<file path="src/dac_pkg.sv">
/*
 * Shared sample, coefficient and accumulator types for the DAC path.
 * HB_COEF sums to 2^(COEF_FRAC-1), so the odd phase has unity DC gain.
 * OSR_DIV fixes the modulator tick; four ticks per input sample.
 */
`default_nettype none

package dac_pkg;

    localparam int SAMPLE_W  = 18;
    localparam int COEF_FRAC = 17;
    localparam int HB_TAPS   = 4;
    localparam int OSR_DIV   = 32;
    localparam int MAC_LAT   = 2;

    typedef logic signed [SAMPLE_W-1:0] sample_t;
    typedef logic signed [17:0]         coef_t;
    typedef logic signed [39:0]         acc_t;

    localparam sample_t FULL_SCALE_POS = sample_t'((1 << (SAMPLE_W - 1)) - 1);
    localparam sample_t FULL_SCALE_NEG = sample_t'(-(1 << (SAMPLE_W - 1)));

    // Pair coefficients, innermost pair first
    localparam coef_t HB_COEF [HB_TAPS] = '{
        coef_t'(80675),
        coef_t'(-20185),
        coef_t'(6488),
        coef_t'(-1442)
    };

endpackage

`default_nettype wire
</file>
<file path="src/stereo_dac_output.sv">
/*
 * Stereo interpolating sigma-delta DAC output path, 4x oversampled.
 * Input must average no more than one sample per 4*OSR_DIV clocks.
 */
`timescale 1ns/1ps
`default_nettype none

module stereo_dac_output (
    input  logic             clk,
    input  logic             reset,
    input  logic             in_valid,
    input  dac_pkg::sample_t in_l,
    input  dac_pkg::sample_t in_r,
    output logic             in_ready,
    output logic             dac_out_l,
    output logic             dac_out_r,
    output logic             underrun
);
    import dac_pkg::*;

    logic                   s1_valid;
    logic                   s1_ready;
    sample_t                s1_l;
    sample_t                s1_r;
    logic                   f12_valid;
    logic                   f12_ready;
    sample_t                f12_l;
    sample_t                f12_r;
    logic                   s2_valid;
    logic                   s2_ready;
    sample_t                s2_l;
    sample_t                s2_r;
    logic                   f2m_valid;
    logic                   f2m_ready;
    sample_t                f2m_l;
    sample_t                f2m_r;

    // MAC ports, index 0 is stage 1
    logic [1:0]             mac_req;
    logic [1:0]             op_valid;
    logic [1:0]             op_ready;
    logic [1:0][SAMPLE_W:0] op_a_l;
    logic [1:0][SAMPLE_W:0] op_a_r;
    coef_t [1:0]            op_coef;
    logic [1:0]             op_last;
    logic [1:0]             res_valid;
    acc_t [1:0]             res_l;
    acc_t [1:0]             res_r;

    halfband_interp u_stage_1 (
        .clk       (clk),
        .reset     (reset),
        .in_valid  (in_valid),
        .in_ready  (in_ready),
        .in_l      (in_l),
        .in_r      (in_r),
        .out_valid (s1_valid),
        .out_ready (s1_ready),
        .out_l     (s1_l),
        .out_r     (s1_r),
        .mac_req   (mac_req[0]),
        .op_valid  (op_valid[0]),
        .op_ready  (op_ready[0]),
        .op_a_l    (op_a_l[0]),
        .op_a_r    (op_a_r[0]),
        .op_coef   (op_coef[0]),
        .op_last   (op_last[0]),
        .res_valid (res_valid[0]),
        .res_l     (res_l[0]),
        .res_r     (res_r[0])
    );

    sample_fifo #(.DEPTH(4)) u_fifo_1_2 (
        .clk       (clk),
        .reset     (reset),
        .in_valid  (s1_valid),
        .in_ready  (s1_ready),
        .in_l      (s1_l),
        .in_r      (s1_r),
        .out_valid (f12_valid),
        .out_ready (f12_ready),
        .out_l     (f12_l),
        .out_r     (f12_r)
    );

    halfband_interp u_stage_2 (
        .clk       (clk),
        .reset     (reset),
        .in_valid  (f12_valid),
        .in_ready  (f12_ready),
        .in_l      (f12_l),
        .in_r      (f12_r),
        .out_valid (s2_valid),
        .out_ready (s2_ready),
        .out_l     (s2_l),
        .out_r     (s2_r),
        .mac_req   (mac_req[1]),
        .op_valid  (op_valid[1]),
        .op_ready  (op_ready[1]),
        .op_a_l    (op_a_l[1]),
        .op_a_r    (op_a_r[1]),
        .op_coef   (op_coef[1]),
        .op_last   (op_last[1]),
        .res_valid (res_valid[1]),
        .res_l     (res_l[1]),
        .res_r     (res_r[1])
    );

    sample_fifo #(.DEPTH(8)) u_fifo_2_mod (
        .clk       (clk),
        .reset     (reset),
        .in_valid  (s2_valid),
        .in_ready  (s2_ready),
        .in_l      (s2_l),
        .in_r      (s2_r),
        .out_valid (f2m_valid),
        .out_ready (f2m_ready),
        .out_l     (f2m_l),
        .out_r     (f2m_r)
    );

    mac_arbiter u_mac (
        .clk       (clk),
        .reset     (reset),
        .mac_req   (mac_req),
        .op_valid  (op_valid),
        .op_ready  (op_ready),
        .op_a_l    (op_a_l),
        .op_a_r    (op_a_r),
        .op_coef   (op_coef),
        .op_last   (op_last),
        .res_valid (res_valid),
        .res_l     (res_l),
        .res_r     (res_r)
    );

    sigma_delta_mod u_mod (
        .clk       (clk),
        .reset     (reset),
        .in_valid  (f2m_valid),
        .in_ready  (f2m_ready),
        .in_l      (f2m_l),
        .in_r      (f2m_r),
        .dac_out_l (dac_out_l),
        .dac_out_r (dac_out_r),
        .underrun  (underrun)
    );

endmodule

`default_nettype wire

</file>
<file path="src/sigma_delta_mod.sv">
/*
 * Stereo second-order one-bit modulator. Takes one sample per tick of
 * OSR_DIV clocks and uses zero on an empty input, flagging underrun.
 * Integrators clamp, so a full-scale input holds the output at one level.
 */
`timescale 1ns/1ps
`default_nettype none

module sigma_delta_mod (
    input  logic             clk,
    input  logic             reset,
    input  logic             in_valid,
    output logic             in_ready,
    input  dac_pkg::sample_t in_l,
    input  dac_pkg::sample_t in_r,
    output logic             dac_out_l,
    output logic             dac_out_r,
    output logic             underrun
);
    import dac_pkg::*;

    typedef logic signed [SAMPLE_W+5:0] integ_t;
    typedef logic signed [SAMPLE_W+7:0] wide_t;

    logic [$clog2(OSR_DIV)-1:0] tick_cnt;
    logic                       tick;
    sample_t                    x_l;
    sample_t                    x_r;
    integ_t                     i1_l;
    integ_t                     i2_l;
    integ_t                     i1_r;
    integ_t                     i2_r;
    integ_t                     i1_l_nx;
    integ_t                     i2_l_nx;
    integ_t                     i1_r_nx;
    integ_t                     i2_r_nx;

    function automatic integ_t clamp(input wide_t v);
        integ_t lim;
        lim = {1'b0, {(SAMPLE_W+5){1'b1}}};
        if (v > wide_t'(lim)) begin
            return lim;
        end
        if (v < -wide_t'(lim)) begin
            return -lim;
        end
        return integ_t'(v);
    endfunction

    function automatic wide_t fb(input logic bit_val);
        return bit_val ? wide_t'(FULL_SCALE_POS) : wide_t'(FULL_SCALE_NEG);
    endfunction

    assign tick     = (tick_cnt == OSR_DIV - 1);
    assign in_ready = tick;
    assign x_l      = in_valid ? in_l : '0;
    assign x_r      = in_valid ? in_r : '0;

    // Both integrators see the previous output bit
    assign i1_l_nx = clamp(wide_t'(i1_l) + wide_t'(x_l) - fb(dac_out_l));
    assign i2_l_nx = clamp(wide_t'(i2_l) + wide_t'(i1_l_nx) - fb(dac_out_l));
    assign i1_r_nx = clamp(wide_t'(i1_r) + wide_t'(x_r) - fb(dac_out_r));
    assign i2_r_nx = clamp(wide_t'(i2_r) + wide_t'(i1_r_nx) - fb(dac_out_r));

    always_ff @(posedge clk or posedge reset) begin
        if (reset) begin
            tick_cnt  <= '0;
            i1_l      <= '0;
            i2_l      <= '0;
            i1_r      <= '0;
            i2_r      <= '0;
            dac_out_l <= 1'b0;
            dac_out_r <= 1'b0;
            underrun  <= 1'b0;
        end else begin
            tick_cnt <= tick ? '0 : tick_cnt + 1'b1;
            underrun <= tick && !in_valid;
            if (tick) begin
                i1_l      <= i1_l_nx;
                i2_l      <= i2_l_nx;
                i1_r      <= i1_r_nx;
                i2_r      <= i2_r_nx;
                dac_out_l <= !i2_l_nx[SAMPLE_W+5];
                dac_out_r <= !i2_r_nx[SAMPLE_W+5];
            end
        end
    end

endmodule

`default_nettype wire

</file>
<file path="src/mac_arbiter.sv">
/*
 * Round-robin arbiter in front of one stereo multiply-accumulate unit.
 * Grant is held for a whole burst; result arrives MAC_LAT cycles after
 * the last op and goes to the requester that issued the burst.
 */
`timescale 1ns/1ps
`default_nettype none

module mac_arbiter (
    input  logic                            clk,
    input  logic                            reset,
    input  logic [1:0]                      mac_req,
    input  logic [1:0]                      op_valid,
    output logic [1:0]                      op_ready,
    input  logic [1:0][dac_pkg::SAMPLE_W:0] op_a_l,
    input  logic [1:0][dac_pkg::SAMPLE_W:0] op_a_r,
    input  dac_pkg::coef_t [1:0]            op_coef,
    input  logic [1:0]                      op_last,
    output logic [1:0]                      res_valid,
    output dac_pkg::acc_t [1:0]             res_l,
    output dac_pkg::acc_t [1:0]             res_r
);
    import dac_pkg::*;

    logic grant;
    logic burst_open;
    logic op_fire;
    logic last_fire;
    logic p1_valid;
    logic p1_first;
    logic p1_last;
    logic p1_owner;
    acc_t p1_prod_l;
    acc_t p1_prod_r;
    acc_t acc_l;
    acc_t acc_r;
    logic res_pend;
    logic res_owner;

    assign op_ready  = grant ? 2'b10 : 2'b01;
    assign op_fire   = op_valid[grant];
    assign last_fire = op_fire && op_last[grant];

    assign res_valid = res_pend ? (res_owner ? 2'b10 : 2'b01) : 2'b00;
    assign res_l     = {acc_l, acc_l};
    assign res_r     = {acc_r, acc_r};

    // --------------------------------------------------
    // Grant and pipeline control
    // --------------------------------------------------
    always_ff @(posedge clk or posedge reset) begin
        if (reset) begin
            grant      <= 1'b0;
            burst_open <= 1'b0;
            p1_valid   <= 1'b0;
            p1_first   <= 1'b0;
            p1_last    <= 1'b0;
            p1_owner   <= 1'b0;
            res_pend   <= 1'b0;
            res_owner  <= 1'b0;
        end else begin
            if (last_fire) begin
                grant      <= !grant;
                burst_open <= 1'b0;
            end else if (op_fire) begin
                burst_open <= 1'b1;
            end else if (!burst_open && !mac_req[grant] && mac_req[!grant]) begin
                grant <= !grant;
            end
            p1_valid  <= op_fire;
            p1_first  <= !burst_open;
            p1_last   <= op_last[grant];
            p1_owner  <= grant;
            res_pend  <= p1_valid && p1_last;
            res_owner <= p1_owner;
        end
    end

    // Multiply, then accumulate
    always_ff @(posedge clk) begin
        p1_prod_l <= acc_t'($signed(op_a_l[grant])) * acc_t'(op_coef[grant]);
        p1_prod_r <= acc_t'($signed(op_a_r[grant])) * acc_t'(op_coef[grant]);
        if (p1_valid) begin
            acc_l <= p1_first ? p1_prod_l : acc_l + p1_prod_l;
            acc_r <= p1_first ? p1_prod_r : acc_r + p1_prod_r;
        end
    end

    // Burst owner keeps the grant and keeps offering ops
    assert property (@(posedge clk) disable iff (reset)
        (burst_open && !last_fire) |=> ($stable(grant) && op_valid[grant]));

    // Result returns to the requester that issued the last op
    assert property (@(posedge clk) disable iff (reset)
        last_fire |-> ##MAC_LAT res_valid[$past(grant, MAC_LAT)]);

endmodule

`default_nettype wire

</file>
<file path="src/halfband_interp.sv">
/*
 * 2x half-band interpolator stage. Emits the centre sample, then the
 * odd-phase sample from one MAC burst of HB_TAPS pre-added pairs.
 * Takes no new input until both outputs have left.
 */
`timescale 1ns/1ps
`default_nettype none

module halfband_interp (
    input  logic                              clk,
    input  logic                              reset,
    input  logic                              in_valid,
    output logic                              in_ready,
    input  dac_pkg::sample_t                  in_l,
    input  dac_pkg::sample_t                  in_r,
    output logic                              out_valid,
    input  logic                              out_ready,
    output dac_pkg::sample_t                  out_l,
    output dac_pkg::sample_t                  out_r,
    output logic                              mac_req,
    output logic                              op_valid,
    input  logic                              op_ready,
    output logic signed [dac_pkg::SAMPLE_W:0] op_a_l,
    output logic signed [dac_pkg::SAMPLE_W:0] op_a_r,
    output dac_pkg::coef_t                    op_coef,
    output logic                              op_last,
    input  logic                              res_valid,
    input  dac_pkg::acc_t                     res_l,
    input  dac_pkg::acc_t                     res_r
);
    import dac_pkg::*;

    typedef enum logic [2:0] {
        S_INIT,
        S_IDLE,
        S_EVEN,
        S_OPS,
        S_WAIT,
        S_ODD
    } state_t;

    state_t                     state;
    sample_t                    dl_l [2*HB_TAPS];
    sample_t                    dl_r [2*HB_TAPS];
    logic [$clog2(HB_TAPS)-1:0] op_idx;

    function automatic sample_t round_sat(input acc_t acc);
        acc_t q;
        q = (acc + (acc_t'(1) <<< (COEF_FRAC - 1))) >>> COEF_FRAC;
        if (q > acc_t'(FULL_SCALE_POS)) begin
            return FULL_SCALE_POS;
        end
        if (q < acc_t'(FULL_SCALE_NEG)) begin
            return FULL_SCALE_NEG;
        end
        return sample_t'(q);
    endfunction

    assign in_ready  = (state == S_IDLE);
    assign out_valid = (state == S_EVEN) || (state == S_ODD);
    assign mac_req   = (state == S_OPS);
    assign op_valid  = (state == S_OPS);
    assign op_last   = (op_idx == HB_TAPS - 1);
    assign op_coef   = HB_COEF[op_idx];

    // Symmetric pair around the line centre
    assign op_a_l = dl_l[HB_TAPS-1-op_idx] + dl_l[HB_TAPS+op_idx];
    assign op_a_r = dl_r[HB_TAPS-1-op_idx] + dl_r[HB_TAPS+op_idx];

    // --------------------------------------------------
    // Phase sequencer and delay line
    // --------------------------------------------------
    always_ff @(posedge clk or posedge reset) begin
        if (reset) begin
            state  <= S_INIT;
            op_idx <= '0;
            for (int k = 0; k < 2*HB_TAPS; k++) begin
                dl_l[k] <= '0;
                dl_r[k] <= '0;
            end
        end else begin
            case (state)
                S_INIT: state <= S_IDLE;
                S_IDLE: begin
                    if (in_valid) begin
                        for (int k = 2*HB_TAPS-1; k > 0; k--) begin
                            dl_l[k] <= dl_l[k-1];
                            dl_r[k] <= dl_r[k-1];
                        end
                        dl_l[0] <= in_l;
                        dl_r[0] <= in_r;
                        state   <= S_EVEN;
                    end
                end
                S_EVEN: begin
                    if (out_ready) begin
                        op_idx <= '0;
                        state  <= S_OPS;
                    end
                end
                S_OPS: begin
                    if (op_ready) begin
                        op_idx <= op_idx + 1'b1;
                        if (op_last) begin
                            state <= S_WAIT;
                        end
                    end
                end
                S_WAIT: begin
                    if (res_valid) begin
                        state <= S_ODD;
                    end
                end
                S_ODD: begin
                    if (out_ready) begin
                        state <= S_IDLE;
                    end
                end
                default: state <= S_IDLE;
            endcase
        end
    end

    // Output hold register, loaded per phase
    always_ff @(posedge clk) begin
        if (state == S_IDLE && in_valid) begin
            // d[HB_TAPS-1] moves to the centre tap on this shift
            out_l <= dl_l[HB_TAPS-1];
            out_r <= dl_r[HB_TAPS-1];
        end else if (state == S_WAIT && res_valid) begin
            out_l <= round_sat(res_l);
            out_r <= round_sat(res_r);
        end
    end

    assert property (@(posedge clk) disable iff (reset)
        res_valid |-> (state == S_WAIT));

endmodule

`default_nettype wire

</file>
<file path="src/sample_fifo.sv">
/*
 * Stereo sample FIFO, valid/ready on both sides.
 * DEPTH must be a power of two.
 */
`timescale 1ns/1ps
`default_nettype none

module sample_fifo #(
    parameter int DEPTH = 4
) (
    input  logic             clk,
    input  logic             reset,
    input  logic             in_valid,
    output logic             in_ready,
    input  dac_pkg::sample_t in_l,
    input  dac_pkg::sample_t in_r,
    output logic             out_valid,
    input  logic             out_ready,
    output dac_pkg::sample_t out_l,
    output dac_pkg::sample_t out_r
);
    import dac_pkg::*;

    sample_t                  mem_l [DEPTH];
    sample_t                  mem_r [DEPTH];
    logic [$clog2(DEPTH)-1:0] wr_ptr;
    logic [$clog2(DEPTH)-1:0] rd_ptr;
    logic [$clog2(DEPTH):0]   count;
    logic                     wr_en;
    logic                     rd_en;

    assign in_ready  = (count != DEPTH);
    assign out_valid = (count != 0);
    assign wr_en     = in_valid && in_ready;
    assign rd_en     = out_valid && out_ready;

    // Head of queue straight from the storage registers
    assign out_l = mem_l[rd_ptr];
    assign out_r = mem_r[rd_ptr];

    always_ff @(posedge clk) begin
        if (wr_en) begin
            mem_l[wr_ptr] <= in_l;
            mem_r[wr_ptr] <= in_r;
        end
    end

    always_ff @(posedge clk or posedge reset) begin
        if (reset) begin
            wr_ptr <= '0;
            rd_ptr <= '0;
            count  <= '0;
        end else begin
            if (wr_en) begin
                wr_ptr <= wr_ptr + 1'b1;
            end
            if (rd_en) begin
                rd_ptr <= rd_ptr + 1'b1;
            end
            if (wr_en && !rd_en) begin
                count <= count + 1'b1;
            end else if (rd_en && !wr_en) begin
                count <= count - 1'b1;
            end
        end
    end

    // Upstream holds a stalled sample until it is taken
    assert property (@(posedge clk) disable iff (reset)
        (in_valid && !in_ready) |=> (in_valid && $stable(in_l) && $stable(in_r)));

    // Count agrees with the pointer distance
    assert property (@(posedge clk) disable iff (reset)
        (count <= DEPTH) && ((wr_ptr - rd_ptr) == count[$clog2(DEPTH)-1:0]));

endmodule

`default_nettype wire

</file>
<file path="config.mk">
export PLATFORM = sky130hd
export DESIGN_NAME = stereo_dac_output
export DESIGN_NICKNAME = d
export VERILOG_FILES = /design/src/dac_pkg.sv /design/src/stereo_dac_output.sv /design/src/sigma_delta_mod.sv /design/src/mac_arbiter.sv /design/src/halfband_interp.sv /design/src/sample_fifo.sv
export SDC_FILE = /design/constraint.sdc
export NUM_CORES = 2
export LEC_CHECK = 0
export BUFFER_PORTS_ARGS = -buffer_cell sky130_fd_sc_hd__buf_4
export CAP_MARGIN = 30
export CORE_MARGIN = 5
export CORE_UTILIZATION = 30
export DETAILED_ROUTE_END_ITERATION = 6
export GPL_TIMING_DRIVEN = 0
export SLEW_MARGIN = 0
export SYNTH_ARGS = -nofsm -noshare
export SYNTH_HDL_FRONTEND = slang
export SYNTH_SLANG_ARGS = --single-unit
</file>
<file path="constraint.sdc">
create_clock -name clk -period 30.3 [get_ports clk]
set_input_delay 1.515 -clock clk [delete_from_list [all_inputs] [get_ports clk]]
set_output_delay 1.515 -clock clk [all_outputs]
set_load 0.1 [all_outputs]
</file>
==> results by group <==
Drt
  • Vias per std cell: 4.95
  • Iteration-0 DRC Markers: 5928
  • Vias: around 69000
  • Post-route DRC: 0
  • Antenna-violating nets left: 0
  • Routed wire length: 271 mm
  • Wirelength per Cell: 19.3 um
  • DRT Pass-1 Iters: 6

Clocking
  • Post-CTS Hold Buffers: 0
  • Clk slew on worst S/H paths: around 0.06 ns
  • Clock root buffer: clkbuf_16
  • Clock sinks: 1373
  • CTS max path bufs: 4
  • H-tree depth: 4
  • CTS tree: built
  • Post-CTS Resized: 0
  • CTS buffer count: 155
  • Postcts setup bufs: 0
  • Clock Latency Late Sink: 0.83 ns

Global routing
  • Tot GR Track Use: 16.1%
  • Number of global-route vias before repair: 69046
  • Overflow after GRT: 0
  • GRT met2 Usage: roughly a quarter
  • First-pass GRT wire length: 419 mm
  • Largest net degree at the start of global routing: 107
  • Most used routing layer: met2
  • Met3 Track Usage GR: under 10%
  • Met1 usage: 22.6%
  • Initial antenna violation count: 18

Finish
  • Final net count: 11024
  • Area grow syn2layout: 12.4%
  • Fraction of layout cells with a size suffix above 1: 7.76%
  • Fill count: 32059

Critical path
  • Crit path kind: flop to flop
  • Crit path launch type: flop
  • Reg-to-Reg End: u_mod.i2_l[7]
  • CP required: between 30 and 40 ns
  • Crit path capture type: flop
  • CP max stage delay: 0.75 ns
  • Critical Path AT: 14.70 ns
  • R2R Setup Slk: approximately 16 ns
  • Worst r2r src: u_fifo_2_mod.rd_ptr[0]
  • CP max-delay cell: clkbuf_1
  • Cell count of the worst reg-to-reg path: 50
  • Worst-path fanout max: 10

Floorplanning
  • Die area: about 0.33 mm2
  • Initial Util: 30.1%
  • Die width: between 500 and 600 um
  • Die height: 574 um
  • # IOs: 43
  • Row cnt: ~210
  • Core area: approximately 0.32 mm2

Synth
  • XOR/XNOR Fraction of Synth Area: under 10%
  • Syn nets: 10744
  • Ys async rst share: 52.1%
  • Synth unique cells: a little over 90
  • Syn Area/Cell: 10.1 um2
  • Mapped Cells: around 9400
  • Mux share of post-synthesis cell area: under 10%
  • YS warnings: 0
  • Mapped Area: about 0.096 mm2
  • Flops & latches, synth: about 1400
  • Combinational family with the most area after synthesis: adder cells
  • Register area share after synthesis: 38.6%
  • Synth Area in Simple Gates: 14.9%
  • Main synth FF type: dfrtp_1
  • Post-synthesis compound-gate area fraction: 9.60%
  • Adder-cell share of the synthesized area: 21.3%
  • EDFF count, synth: 584

Timing
  • Worst-margin pin slew: between 1 and 1.5 ns
  • RSZ-0062 raised after global routing: no
  • Slew Viols, Final: 0
  • Skew final: 0.0767 ns
  • Final setup fails: 0
  • Final worst path period share: 46.5%
  • Fin crit period: ~14 ns
  • Maximum clock rate: 70.9 MHz
  • Max-slew headroom: approximately 28%
  • PnR worst setup slack: 16.20 ns
  • Final Hold Viols: 0

Place
  • Buffers on Ports: between 40 and 50
  • Hpwl dp: 213 mm
  • DP Worst Slack: 16.30 ns
  • Routability-driven placement congestion ratio: 0.932

Hold path
  • Worst Hold Class: flop to flop
  • Worst hold endpoint: u_mac.res_owner
  • Min-delay src: u_mac.p1_owner
  • Worst hold stages: 0

Run
  • Max-cap viol count: 0

Status
  • Run status: complete, no violations
Yosys cell counts (all sizes together), types with 115 or more instances:
library cell	instances	area [um2]
nand3	115	576
edfxtp	584	17500
nand2	2147	8060
dfrtp	715	17900
ha	639	8000
o21ai	347	1740
clkbuf	292	1100
nor2	602	2260
a21o	149	1120
xnor2	256	2240
xor2	133	1160
inv	884	3320
fa	619	12400
a21oi	410	2060
mux4	252	5680
layer usage:
| layer | vias up | wire length, um |
|---|---|---|
| li1 | 32574 | - |
| met1 | 34271 | 120000 |
| met2 | 2131 | 122000 |
| met3 | 449 | 18100 |
| met4 | 6 | 10600 |
| met5 | - | 40 |
state kept, by name (all words and copies together) (netlist names), 37 cells and up:
name / count
u_fifo_2_mod.mem_l: 144
u_stage_2.dl_r: 144
u_mac.acc_r: 40
u_mac.p1_prod_l: 37
u_stage_1.dl_l: 144
u_mac.p1_prod_r: 37
u_stage_1.dl_r: 144
u_mac.acc_l: 40
u_fifo_1_2.mem_l: 72
u_fifo_2_mod.mem_r: 144
u_fifo_1_2.mem_r: 72
u_stage_2.dl_l: 144
stage by stage:
step | instance area, um2 | std cells | hold slack (ns) | utilization, % | setup TNS [ns]
after floorplan | 95600 | 9447 | 0.331 | - | 0
after global placement | 101000 | 13669 | 0.335 | 31.8 | -747.20
after detailed placement | 102000 | 13746 | 0.344 | 32.2 | 0
after CTS | 107000 | 14022 | 0.357 | 33.8 | 0
after global routing | 107000 | 14028 | 0.365 | 33.8 | 0
final | 107000 | 14032 | 0.356 | 33.8 | 0
how the worst max path moves through the flow:
stage	end	startpoint	slack (ns)
6_report	u_mod.i2_l[7]	u_fifo_2_mod.rd_ptr[0]	16.20
5_1_grt	u_mod.i2_l[5]	u_fifo_2_mod.rd_ptr[0]	15.21
4_1_cts	u_mod.i2_l[5]	u_fifo_2_mod.rd_ptr[0]	16.19
3_5_place_dp	u_mod.i2_l[21]	u_fifo_2_mod.rd_ptr[0]	16.30
3_3_place_gp	u_stage_1.dl_l[140]	reset	-1.38
2_1_floorplan	u_fifo_1_2.count[0]	reset	8.73
cell type report:
cell class	instances	area, um2	area share [%]
Tap cell	4180	5230	4.87
Antenna cell	6	15.0	0.0140
Clock inverter	78	699	0.651
Sequential cell	1373	36900	34.4
Clock buffer	198	4290	3.99
Multi-Input combinational cell	6837	54100	50.4
Buffer	353	1350	1.25
Timing Repair Buffer	123	1500	1.40
Inverter	884	3330	3.10
worst max-delay path: cells and delay by family, from the launching register on:
kind / cells / cell delay [ns]
AO/OA/AOI/OAI: 23 / 5.28
flip-flops: 1 / 0.35
AND/OR/NAND/NOR: 13 / 3.02
XOR/XNOR: 2 / 0.57
multiplexers: 2 / 0.76
buffers and inverters: 5 / 2.49
adder cells (fa/ha/maj): 5 / 1.42
placed cells by master, fill, tap and decap left out, types with 30 or more instances in the layout:
master,netlist,layout
a21boi_0,43,43
ha_1,639,639
nor2b_1,73,73
o21a_1,73,73
clkbuf_16,0,160
mux2i_1,60,57
buf_4,1,50
inv_1,883,881
xor2_1,133,133
o21ai_0,322,320
and3_1,48,48
edfxtp_1,584,584
nand3_1,115,115
a31oi_1,62,62
or2_2,37,37
clkbuf_1,292,316
and2_1,34,30
dfxtp_1,74,74
a211oi_1,43,43
buf_1,52,52
mux2_2,42,42
a21oi_1,409,407
or3_1,35,35
a21o_1,149,149
nor2_1,601,597
nor3_1,73,71
mux4_2,252,252
xnor2_1,256,256
fa_1,619,619
buf_6,1,35
nand2_1,2147,2147
nand4_1,36,36
nand2b_1,113,113
clkinv_2,0,34
o21bai_1,57,57
dfrtp_1,715,714
cells by family after synthesis:
kind of cell,Yosys count
compound gates,1440
xor+xnor,389
fa+ha+maj,1258
buf+inv,1237
flops,1373
mux,354
simple gates,3396
Power is left out: the tool's default activity adds up to more than one toggle a clock period on the data nets, which glitch-free logic cannot reach.
